<file path="src/rtl/pipe_slicer_params.svh">
// --------------------
// Channel widths and slice counts for the bus slicer.
// Each stage count must be at least one.
// Widths must match the payload fields the master and slave use.
// --------------------
`ifndef PIPE_SLICER_PARAMS_SVH
`define PIPE_SLICER_PARAMS_SVH

// Request payload is address, data and the write flag.
`define REQ_WIDTH 40

// Response payload is read data plus two status bits.
`define RSP_WIDTH 34

// --------------------
// Slice counts per channel.
// --------------------
`define REQ_STAGES 2

`define RSP_STAGES 3

`endif

</file>
<file path="src/rtl/slicer_cfg_pkg.sv">
// --------------------
// Configuration types for the slice units and chains.
// --------------------
`default_nettype none

package slicer_cfg_pkg;

  // Kind of register slice used in a chain.
  typedef enum logic {
    SLICE_HALF_BW = 1'b0,  // One register, one item every two cycles.
    SLICE_FULL_BW = 1'b1   // Skid buffer, one item per cycle.
  } slice_mode_e;

  // --------------------
  // Skid-buffer occupancy.
  // --------------------
  typedef enum logic [1:0] {
    SKID_EMPTY = 2'd0,  // No item held.
    SKID_BUSY  = 2'd1,  // Main entry holds an item.
    SKID_FULL  = 2'd2   // Main and skid entries both hold an item.
  } skid_state_e;

endpackage

`default_nettype wire

</file>
<file path="src/rtl/slicer_payload_pkg.sv">
// --------------------
// Payload types for both channels of the bus slicer.
// The slicer treats each payload as one opaque vector.
// --------------------
`default_nettype none

`include "pipe_slicer_params.svh"

package slicer_payload_pkg;

  // --------------------
  // Request channel, master to slave.
  // --------------------

  // Address, data and write flag packed by the master.
  typedef logic [`REQ_WIDTH-1:0] req_data_t;

  // --------------------
  // Response channel, slave to master.
  // --------------------

  // Read data with the two status bits on top.
  typedef logic [`RSP_WIDTH-1:0] rsp_data_t;

endpackage

`default_nettype wire

</file>
<file path="src/rtl/bus_slicer_top.sv">
// --------------------
// Bus register slicer between one master and one slave.
// Request chain runs at full bandwidth, response chain at half.
// No address decoding, protocol conversion or clock crossing.
// --------------------
`timescale 1ns/1ns
`default_nettype none

`include "pipe_slicer_params.svh"

module bus_slicer_top
  import slicer_payload_pkg::*;
  import slicer_cfg_pkg::*;
(
  input  var logic      i_clk,
  input  var logic      i_rst_n,
  // Request from master.
  input  var logic      i_req_valid,
  output var logic      o_req_ready,
  input  var req_data_t i_req_data,
  // Request to slave.
  output var logic      o_req_valid,
  input  var logic      i_req_ready,
  output var req_data_t o_req_data,
  // Response from slave.
  input  var logic      i_rsp_valid,
  output var logic      o_rsp_ready,
  input  var rsp_data_t i_rsp_data,
  // Response to master.
  output var logic      o_rsp_valid,
  input  var logic      i_rsp_ready,
  output var rsp_data_t o_rsp_data
);

  // --------------------
  // Request path.
  // --------------------
  slicer_chain #(
    .WIDTH  (`REQ_WIDTH),
    .STAGES (`REQ_STAGES),
    .MODE   (SLICE_FULL_BW)
  ) u_req_chain (
    .i_clk   (i_clk),
    .i_rst_n (i_rst_n),
    .i_valid (i_req_valid),
    .o_ready (o_req_ready),
    .i_data  (i_req_data),
    .o_valid (o_req_valid),
    .i_ready (i_req_ready),
    .o_data  (o_req_data)
  );

  // --------------------
  // Response path.
  // --------------------
  slicer_chain #(
    .WIDTH  (`RSP_WIDTH),
    .STAGES (`RSP_STAGES),
    .MODE   (SLICE_HALF_BW)
  ) u_rsp_chain (
    .i_clk   (i_clk),
    .i_rst_n (i_rst_n),
    .i_valid (i_rsp_valid),
    .o_ready (o_rsp_ready),
    .i_data  (i_rsp_data),
    .o_valid (o_rsp_valid),
    .i_ready (i_rsp_ready),
    .o_data  (o_rsp_data)
  );

endmodule

`default_nettype wire

</file>
<file path="src/rtl/slicer_chain.sv">
// --------------------
// Chain of STAGES register slices of one kind.
// STAGES must be at least one. Latency with the sink always
// ready is STAGES cycles.
// --------------------
`timescale 1ns/1ns
`default_nettype none

module slicer_chain
  import slicer_cfg_pkg::*;
#(
  parameter int          WIDTH  = 8,
  parameter int          STAGES = 1,
  parameter slice_mode_e MODE   = SLICE_FULL_BW
) (
  input  var logic             i_clk,
  input  var logic             i_rst_n,
  // Upstream side.
  input  var logic             i_valid,
  output var logic             o_ready,
  input  var logic [WIDTH-1:0] i_data,
  // Downstream side.
  output var logic             o_valid,
  input  var logic             i_ready,
  output var logic [WIDTH-1:0] o_data
);

  // Link k sits in front of stage k; link STAGES is the chain output.
  logic [STAGES:0]  link_valid;
  logic [STAGES:0]  link_ready;
  logic [WIDTH-1:0] link_data [STAGES+1];

  assign link_valid[0]      = i_valid;
  assign link_data[0]       = i_data;
  assign o_ready            = link_ready[0];
  assign o_valid            = link_valid[STAGES];
  assign o_data             = link_data[STAGES];
  assign link_ready[STAGES] = i_ready;

  // --------------------
  // Stage instances.
  // --------------------
  for (genvar k = 0; k < STAGES; k++) begin : g_stage
    if (MODE == SLICE_FULL_BW) begin : g_full
      slicer_unit_full_bw #(
        .WIDTH (WIDTH)
      ) u_unit (
        .i_clk   (i_clk),
        .i_rst_n (i_rst_n),
        .i_valid (link_valid[k]),
        .o_ready (link_ready[k]),
        .i_data  (link_data[k]),
        .o_valid (link_valid[k+1]),
        .i_ready (link_ready[k+1]),
        .o_data  (link_data[k+1])
      );
    end else begin : g_half
      slicer_unit_half_bw #(
        .WIDTH (WIDTH)
      ) u_unit (
        .i_clk   (i_clk),
        .i_rst_n (i_rst_n),
        .i_valid (link_valid[k]),
        .o_ready (link_ready[k]),
        .i_data  (link_data[k]),
        .o_valid (link_valid[k+1]),
        .i_ready (link_ready[k+1]),
        .o_data  (link_data[k+1])
      );
    end
  end

endmodule

`default_nettype wire

</file>
<file path="src/rtl/slicer_unit_full_bw.sv">
// --------------------
// Two-entry skid-buffer slice. Sustains one item per cycle
// with a registered o_ready. o_ready drops only when both
// entries are full.
// --------------------
`timescale 1ns/1ns
`default_nettype none

module slicer_unit_full_bw
  import slicer_cfg_pkg::*;
#(
  parameter int WIDTH = 8
) (
  input  var logic             i_clk,
  input  var logic             i_rst_n,
  // Upstream side.
  input  var logic             i_valid,
  output var logic             o_ready,
  input  var logic [WIDTH-1:0] i_data,
  // Downstream side.
  output var logic             o_valid,
  input  var logic             i_ready,
  output var logic [WIDTH-1:0] o_data
);

  skid_state_e      state;
  logic             ready_q;        // Registered upstream ready.
  logic [WIDTH-1:0] main_data;      // Entry presented at the output.
  logic [WIDTH-1:0] skid_data;      // Entry that absorbs a stalled item.
  logic             in_xfer;
  logic             out_xfer;
  logic             main_load_in;
  logic             main_load_skid;
  logic             skid_load;

  assign in_xfer  = i_valid && ready_q;
  assign out_xfer = o_valid && i_ready;

  // An incoming item goes to main when main is free or leaving now.
  assign main_load_in   = in_xfer && (!o_valid || out_xfer);
  assign skid_load      = in_xfer && o_valid && !out_xfer;  // Sink stalled.
  assign main_load_skid = (state == SKID_FULL) && out_xfer;  // Refill from skid.

  assign o_valid = (state != SKID_EMPTY);
  assign o_ready = ready_q;
  assign o_data  = main_data;

  // --------------------
  // Occupancy FSM.
  // --------------------
  always_ff @(posedge i_clk or negedge i_rst_n) begin
    if (!i_rst_n) begin
      state   <= SKID_EMPTY;
      ready_q <= 1'b1;
    end else begin
      case (state)
        SKID_EMPTY: begin
          if (in_xfer) begin
            state <= SKID_BUSY;
          end
        end
        SKID_BUSY: begin
          if (in_xfer && !out_xfer) begin
            state   <= SKID_FULL;
            ready_q <= 1'b0;          // Both entries now taken.
          end else if (!in_xfer && out_xfer) begin
            state <= SKID_EMPTY;
          end
        end
        SKID_FULL: begin
          if (out_xfer) begin
            state   <= SKID_BUSY;
            ready_q <= 1'b1;          // Skid entry moves into main.
          end
        end
        default: begin
          state   <= SKID_EMPTY;
          ready_q <= 1'b1;
        end
      endcase
    end
  end

  // --------------------
  // Payload entries.
  // --------------------
  always_ff @(posedge i_clk or negedge i_rst_n) begin
    if (!i_rst_n) begin
      main_data <= '0;
    end else if (main_load_skid) begin
      main_data <= skid_data;         // Oldest item goes out next.
    end else if (main_load_in) begin
      main_data <= i_data;
    end
  end

  always_ff @(posedge i_clk or negedge i_rst_n) begin
    if (!i_rst_n) begin
      skid_data <= '0;
    end else if (skid_load) begin
      skid_data <= i_data;            // Item accepted as ready fell.
    end
  end

endmodule

`default_nettype wire

</file>
<file path="src/rtl/slicer_unit_half_bw.sv">
// --------------------
// Single-register slice. Ready only while empty, so it passes
// at most one item every two cycles.
// No combinational path runs from i_ready to o_ready.
// --------------------
`timescale 1ns/1ns
`default_nettype none

module slicer_unit_half_bw #(
  parameter int WIDTH = 8
) (
  input  var logic             i_clk,
  input  var logic             i_rst_n,
  // Upstream side.
  input  var logic             i_valid,
  output var logic             o_ready,
  input  var logic [WIDTH-1:0] i_data,
  // Downstream side.
  output var logic             o_valid,
  input  var logic             i_ready,
  output var logic [WIDTH-1:0] o_data
);

  logic             full;     // Register holds an item.
  logic [WIDTH-1:0] data_q;   // Held payload.
  logic             load;     // Input transfer this cycle.

  assign load    = !full && i_valid;  // Accept only into an empty register.
  assign o_ready = !full;
  assign o_valid = full;
  assign o_data  = data_q;

  // --------------------
  // Occupancy flag.
  // --------------------
  always_ff @(posedge i_clk or negedge i_rst_n) begin
    if (!i_rst_n) begin
      full <= 1'b0;
    end else if (!full) begin
      full <= i_valid;                // Fill on any offered item.
    end else if (i_ready) begin
      full <= 1'b0;                   // Output transfer empties it.
    end
  end

  // --------------------
  // Payload register.
  // --------------------
  always_ff @(posedge i_clk or negedge i_rst_n) begin
    if (!i_rst_n) begin
      data_q <= '0;
    end else if (load) begin
      data_q <= i_data;               // Stays stable until the item leaves.
    end
  end

endmodule

`default_nettype wire
</file>
<file path="config.mk">
export PLATFORM = sky130hd
export DESIGN_NAME = bus_slicer_top
export DESIGN_NICKNAME = d
export VERILOG_FILES = /design/src/rtl/slicer_cfg_pkg.sv /design/src/rtl/slicer_payload_pkg.sv /design/src/rtl/bus_slicer_top.sv /design/src/rtl/slicer_chain.sv /design/src/rtl/slicer_unit_full_bw.sv /design/src/rtl/slicer_unit_half_bw.sv
export VERILOG_INCLUDE_DIRS = /design/src /design/src/rtl
export SDC_FILE = /design/constraint.sdc
export NUM_CORES = 1
export LEC_CHECK = 0
export ABC_CLOCK_PERIOD_IN_PS = 3400
export BUFFER_PORTS_ARGS = -buffer_cell sky130_fd_sc_hd__buf_2
export CORE_ASPECT_RATIO = 1.25
export CORE_MARGIN = 3
export CORE_UTILIZATION = 62
export DETAILED_ROUTE_END_ITERATION = 6
export HOLD_SLACK_MARGIN = 0.12
export PLACE_DENSITY = 0.85
export SLEW_MARGIN = 20
export SYNTH_ARGS = -nofsm -noshare
export SYNTH_HDL_FRONTEND = slang
export SYNTH_HIERARCHICAL = 1
export SYNTH_SLANG_ARGS = --single-unit
</file>
<file path="constraint.sdc">
create_clock -name i_clk -period 3.4 [get_ports i_clk]
set_input_delay 0.17 -clock i_clk [delete_from_list [all_inputs] [get_ports i_clk]]
set_output_delay 0.17 -clock i_clk [all_outputs]
set_load 0.02 [all_outputs]
</file>
---- Yosys cells after proc, flatten, opt, wreduce, memory -nomap -nowiden ----
Cells that the tools add are included.
word-level totals
  register bits ........................... 271
  bits of input ports ..................... 80
  output and inout bits ................... 78
  word-level logic and storage cells ...... 91
operators by class
  equal/unequal tests ..................... 12
  mux-type cells .......................... 25
  bitwise logic cells ..................... 2
  reductions and logical operators ........ 38
operator list
  cell                count
  $mux 40             4
  $logic_and 1x1->1   18
  $mux 2              7
  $pmux 2 s3          2
  $reduce_and 3->1    4
  $mux 1              10
  $ne 2x2->1 const B  5
  $logic_not 1->1     8
  $reduce_bool 2->1   4
  $ne 3x3->1 const B  2
  $pmux 1 s3          2
  $eq 2x1->1 const B  2
  $eq 2x2->1 const B  2
  $logic_not 2->1     2
  $logic_or 1x1->1    2
  $ne 2x1->1 const B  1
  $not 1->1           2

---- Depth between registers and ports, before layout ----
  depth after elaboration ................. 7
  mapped depth ............................ 6
  mapped depth without buffers ............ 4

---- Hierarchy ----
The synthesis kept the hierarchy.
by module, submodules not included
  module               times used  cells an instance  area each (µm²)  seq. area each (µm²)
  slicer_unit_full_bw  2           231                3851.2           2078.2
  slicer_unit_half_bw  3           76                 1430.1           875.8

---- Worst setup path before layout ----
OpenSTA, ideal clock, no wires.
  path kind ............................... register to register
  start ................................... register u_req_chain.g_stage[0].g_full.u_unit.state[1]
  end ..................................... register u_req_chain.g_stage[1].g_full.u_unit.skid_data[0]
  setup time .............................. 125 ps
  arrival ................................. 1603 ps
  data required time ...................... 3275 ps
  path slack .............................. 1672 ps
  stages on the path, launching flop included .. 7
  path buffers ............................ 2
  period minus slack after synthesis ...... 1728 ps
  cell sequence ........................... dfrtp_1 -> or2_4 -> and2b_1 -> and3_4 -> buf_6 -> buf_12 -> mux2_4
on the way
  cells in the longest elaborated chain, start to end .. 4
RTL lines
  element                         RTL line                    text
  start, declared                 slicer_unit_full_bw.sv:26   skid_state_e state;
  start signal, assigned          slicer_unit_full_bw.sv:53   state <= SKID_EMPTY;
  start signal, assigned          slicer_unit_full_bw.sv:59   state <= SKID_BUSY;
  start signal, assigned          slicer_unit_full_bw.sv:64   state <= SKID_FULL;
  $reduce_bool 2->1               slicer_unit_full_bw.sv:44   assign o_valid = (state != SKID_EMPTY);
  via u_req_chain.link_valid[1]   slicer_chain.sv:29          logic [STAGES:0] link_valid;
  $logic_and 1x1->1               slicer_unit_full_bw.sv:36   assign in_xfer = i_valid && ready_q;
  $logic_and 1x1->1 (2 in a row)  slicer_unit_full_bw.sv:41   assign skid_load = in_xfer && o_valid && !out_xfer;
  end signal, assigned            slicer_unit_full_bw.sv:101  skid_data <= i_data;
  end, declared                   slicer_unit_full_bw.sv:29   logic [WIDTH-1:0] skid_data;
The timed path passes the listed nets, and every way through them passes these cells.
A chain may end at the register's enable or synchronous reset.

---- Final worst setup path ----
  start ................................... register u_req_chain.g_stage[0].g_full.u_unit.state[1]
  end ..................................... register u_req_chain.g_stage[1].g_full.u_unit.main_data[17]
on the way
  cells in the longest elaborated chain, start to end .. 4
RTL lines
  element                        RTL line                   text
  $reduce_bool 2->1              slicer_unit_full_bw.sv:44
  via u_req_chain.link_valid[1]  slicer_chain.sv:29
  $logic_and 1x1->1              slicer_unit_full_bw.sv:36
  $logic_and 1x1->1              slicer_unit_full_bw.sv:40  assign main_load_in = in_xfer && (!o_valid || out_xfer);
  $reduce_bool 2->1 (no line)    -
  end signal, assigned           slicer_unit_full_bw.sv:91  main_data <= skid_data;
  end signal, assigned           slicer_unit_full_bw.sv:93  main_data <= i_data;
  end, declared                  slicer_unit_full_bw.sv:28  logic [WIDTH-1:0] main_data;
The timed path passes the listed nets, and every way through them passes these cells.

==> results_dict.tcl <==
set metrics [dict create \
    status "finished, final reports clean" \
    place_area_sq_um 12820 \
    worst_slew_pin_slew_ps 851.6 \
    clock-skew-final_ps 8.398 \
    ys_async_sr_fraction_pct 100.0 \
    syn_to_final_growth_pct 21.12 \
    powerDensity_nw_per_um2 879.6 \
    timing.fmax_mhz 447.5 \
    rows 56 \
    met2WireLength_um 12690 \
    cts_setup_buffers 0 \
    syn_nets 770 \
    max_slew_margin_pct 43.23 \
    synth_edf_count 0 \
    synth_top_area_share_pct 56.13 \
    core_area_sq_um 18850 \
    dp_hpwl_um 15050 \
    finalCritPeriodShare_pct 65.72 \
    nNetsFinal 1008 \
    cp_slowest_stage_delay_ps 550 \
    maxSlewViolCount 0 \
    crit_path_start_kind "register" \
    ys_types 25 \
    syn_area_sq_um 11990 \
    cts_hold_buffers 78 \
    yosysMostFrequentCell "dfrtp_1" \
    synth_area_per_cell_sq_um 17.38 \
    peakVddDrop_mv 0.6106 \
    final_util_pct 77.06 \
    htreeDepth 1 \
    ys_ff_latch 271 \
    min_path_type "input pin to register" \
    cts_made_buffers 27 \
    dieArea_sq_um 21060 \
    route.vias.total 6664 \
    synthTopCellsByArea "dfrtp_1, mux2_4, mux2_2" \
    fillerInstances 1058 \
    postRouteAntennaNets 0 \
    crit_buf_inv 1 \
    maxUsedRoutingLayer "met4" \
    clk_path_buf_depth 3 \
    initial_core_util_pct 63.63 \
    grt_pass1_vias 7620 \
    multi_input_area_sq_um 4820 \
    firstDrtPassIters 4 \
    antenna_found_initial 1 \
    drive_above_1_share_pct 60.13 \
    yosysWarnings 6 \
    cp_data_required_time_ps 3800 \
    port_buffers 157 \
    synth-main-ff-cell "dfrtp_1" \
    finalWirelength_um 25250 \
    cp_top_family "compound AO/OA/AOI/OAI gates" \
    finalInstanceArea_sq_um 14530 \
    io_pins 158 \
    drc 0 \
    clk_pin_slew_worst_paths_ps 60 \
    rsz0062_at_grt "no" \
    min_period_ps 2234 \
    holdWs_ps 241.2 \
    max-cap-violations 0 \
    p_total_uw 12780 \
    arrival_ps 2630 \
    fp.dieW_um 130.4 \
    setup_viol 0 \
    grt_pass1_wl_um 40960 \
    cts-root-buf "clkbuf_16" \
    hold_violations 0 \
    post_drt_wl_per_cell_um 21.38 \
    overflow 0 \
    cts_tree "yes" \
    synth_top_cell_by_area "dfrtp_1" \
    grt.total_usage_pct 24.31 \
    grt_max_degree 107 \
    die_y_um 161.5 \
    ff_latch_area_sq_um 6784 \
    fin_setup_tns_ps 0 \
    synthCells 690 \
    clkSinkCount 271 \
    endpoint_kind "register" \
    clock_latency_ps 520 \
    drt_first_iter_violations 305 \
    post_drt_via_cell_ratio 5.643 \
    place_congestion 0.7449 \
    crit_fanout 16 \
    dr_wl_met3_um 1481 \
    yosysSeqAreaShare_pct 56.57 \
    crit_type "register to register" \
    p_leak_uw 0.006941 \
    cp_slowest_cell "o211ai_4" \
    yosys-top-cells-count "dfrtp_1, mux2_2, mux2_4" \
    path_cells "or2_4, nand2_1, o211ai_4, buf_4, mux2_2" \
    ctsResizeCount 0 \
    wl_met1_um 10460 \
]
state kept, by name (all words and copies together) (netlist names):
name	cells
u_rsp_chain/g_stage.g_half.u_unit/o_data	102
u_req_chain/g_stage.g_full.u_unit/o_data	80
u_rsp_chain/g_stage.g_half.u_unit/o_valid	3
u_req_chain/g_stage.g_full.u_unit/o_ready	2
u_req_chain/g_stage.g_full.u_unit/state	4
u_req_chain/g_stage.g_full.u_unit/skid_data	80
where the power goes:
part | switching (uW) | leakage [uW] | total [uW] | internal [uW]
logic | 1710 | 0.00313 | 4140 | 2430
registers | 952 | 0.00336 | 5560 | 4610
clock network | 1250 | 0.000444 | 3070 | 1830
metrics by stage:
step | worst slack [ps] | cells
2_1_floorplan | 1672 | 690
3_3_place_gp | 1296 | 1053
3_5_place_dp | 1193 | 1053
4_1_cts | 1196 | 1180
5_1_grt | 1092 | 1181
6_report | 1166 | 1181
cell type report:
class / instances / area share, %
Tap cell: 232 / 1.998
Inverter: 3 / 0.07753
Sequential cell: 271 / 46.71
Timing Repair Buffer: 247 / 11.65
Clock buffer: 31 / 4.962
Antenna cell: 1 / 0.01723
Multi-Input combinational cell: 378 / 33.18
Clock inverter: 18 / 1.413
cells in the final DEF (no fill, tap or decap), drive strengths merged:
cell type / instances
nand4b: 2
and2b: 4
nor2b: 3
o21bai: 3
and3: 2
nand2b: 2
inv: 3
dfstp: 2
nand3b: 2
clkinvlp: 6
or2: 2
o211ai: 2
o221ai: 2
clkinv: 8
a21boi: 4
bufinv: 4
buf: 169
nand3: 2
nand2: 2
dfrtp: 269
dlygate4sd3: 78
a21oi: 2
diode: 1
mux2: 342
clkbuf: 31
o32a: 2
worst min-delay path, stage by stage:
cell     delay [ps]
buf_2           100
nor2b_4         220
mux2_4          230
logic make-up after synthesis:
family	share of synthesized area, %
muxes	37.34
and+or+nand+nor	1.471
DFF	56.57
AOI/OAI and AO/OA	1.043
buffers and inverters	3.578
path summary, 6_finish.rpt:
check	startpoint	endpoint	slack (ps)	cells past startpoint
max	u_req_chain/g_stage[0].g_full.u_unit/state[1]$_DFFE_PN0P_	u_req_chain/g_stage[1].g_full.u_unit/o_data[17]$_DFFE_PN0P_	1170	5
min	i_rsp_valid	u_rsp_chain/g_stage[0].g_half.u_unit/o_data[28]$_DFFE_PN0P_	240	3
max reg2reg	u_req_chain/g_stage[0].g_full.u_unit/state[1]$_DFFE_PN0P_	u_req_chain/g_stage[1].g_full.u_unit/o_data[17]$_DFFE_PN0P_	1170	5
min reg2reg	u_rsp_chain/g_stage[0].g_half.u_unit/o_data[32]$_DFFE_PN0P_	u_rsp_chain/g_stage[1].g_half.u_unit/o_data[32]$_DFFE_PN0P_	500	1
max in group asynchronous	i_rst_n	asynchronous set/reset pin	2180	3
min in group asynchronous	i_rst_n	u_req_chain/g_stage[0].g_full.u_unit/o_data[35]$_DFFE_PN0P_	300	2
per-layer routing:
| layer | global-route usage, % | vias up |
|---|---|---|
| li1 | - | 2948 |
| met1 | 31.47 | 3457 |
| met2 | 41.11 | 199 |
| met3 | 5.855 | 60 |
| met4 | 6.642 | 0 |
| met5 | 0 | - |
(Power assumes the default switching activity.)
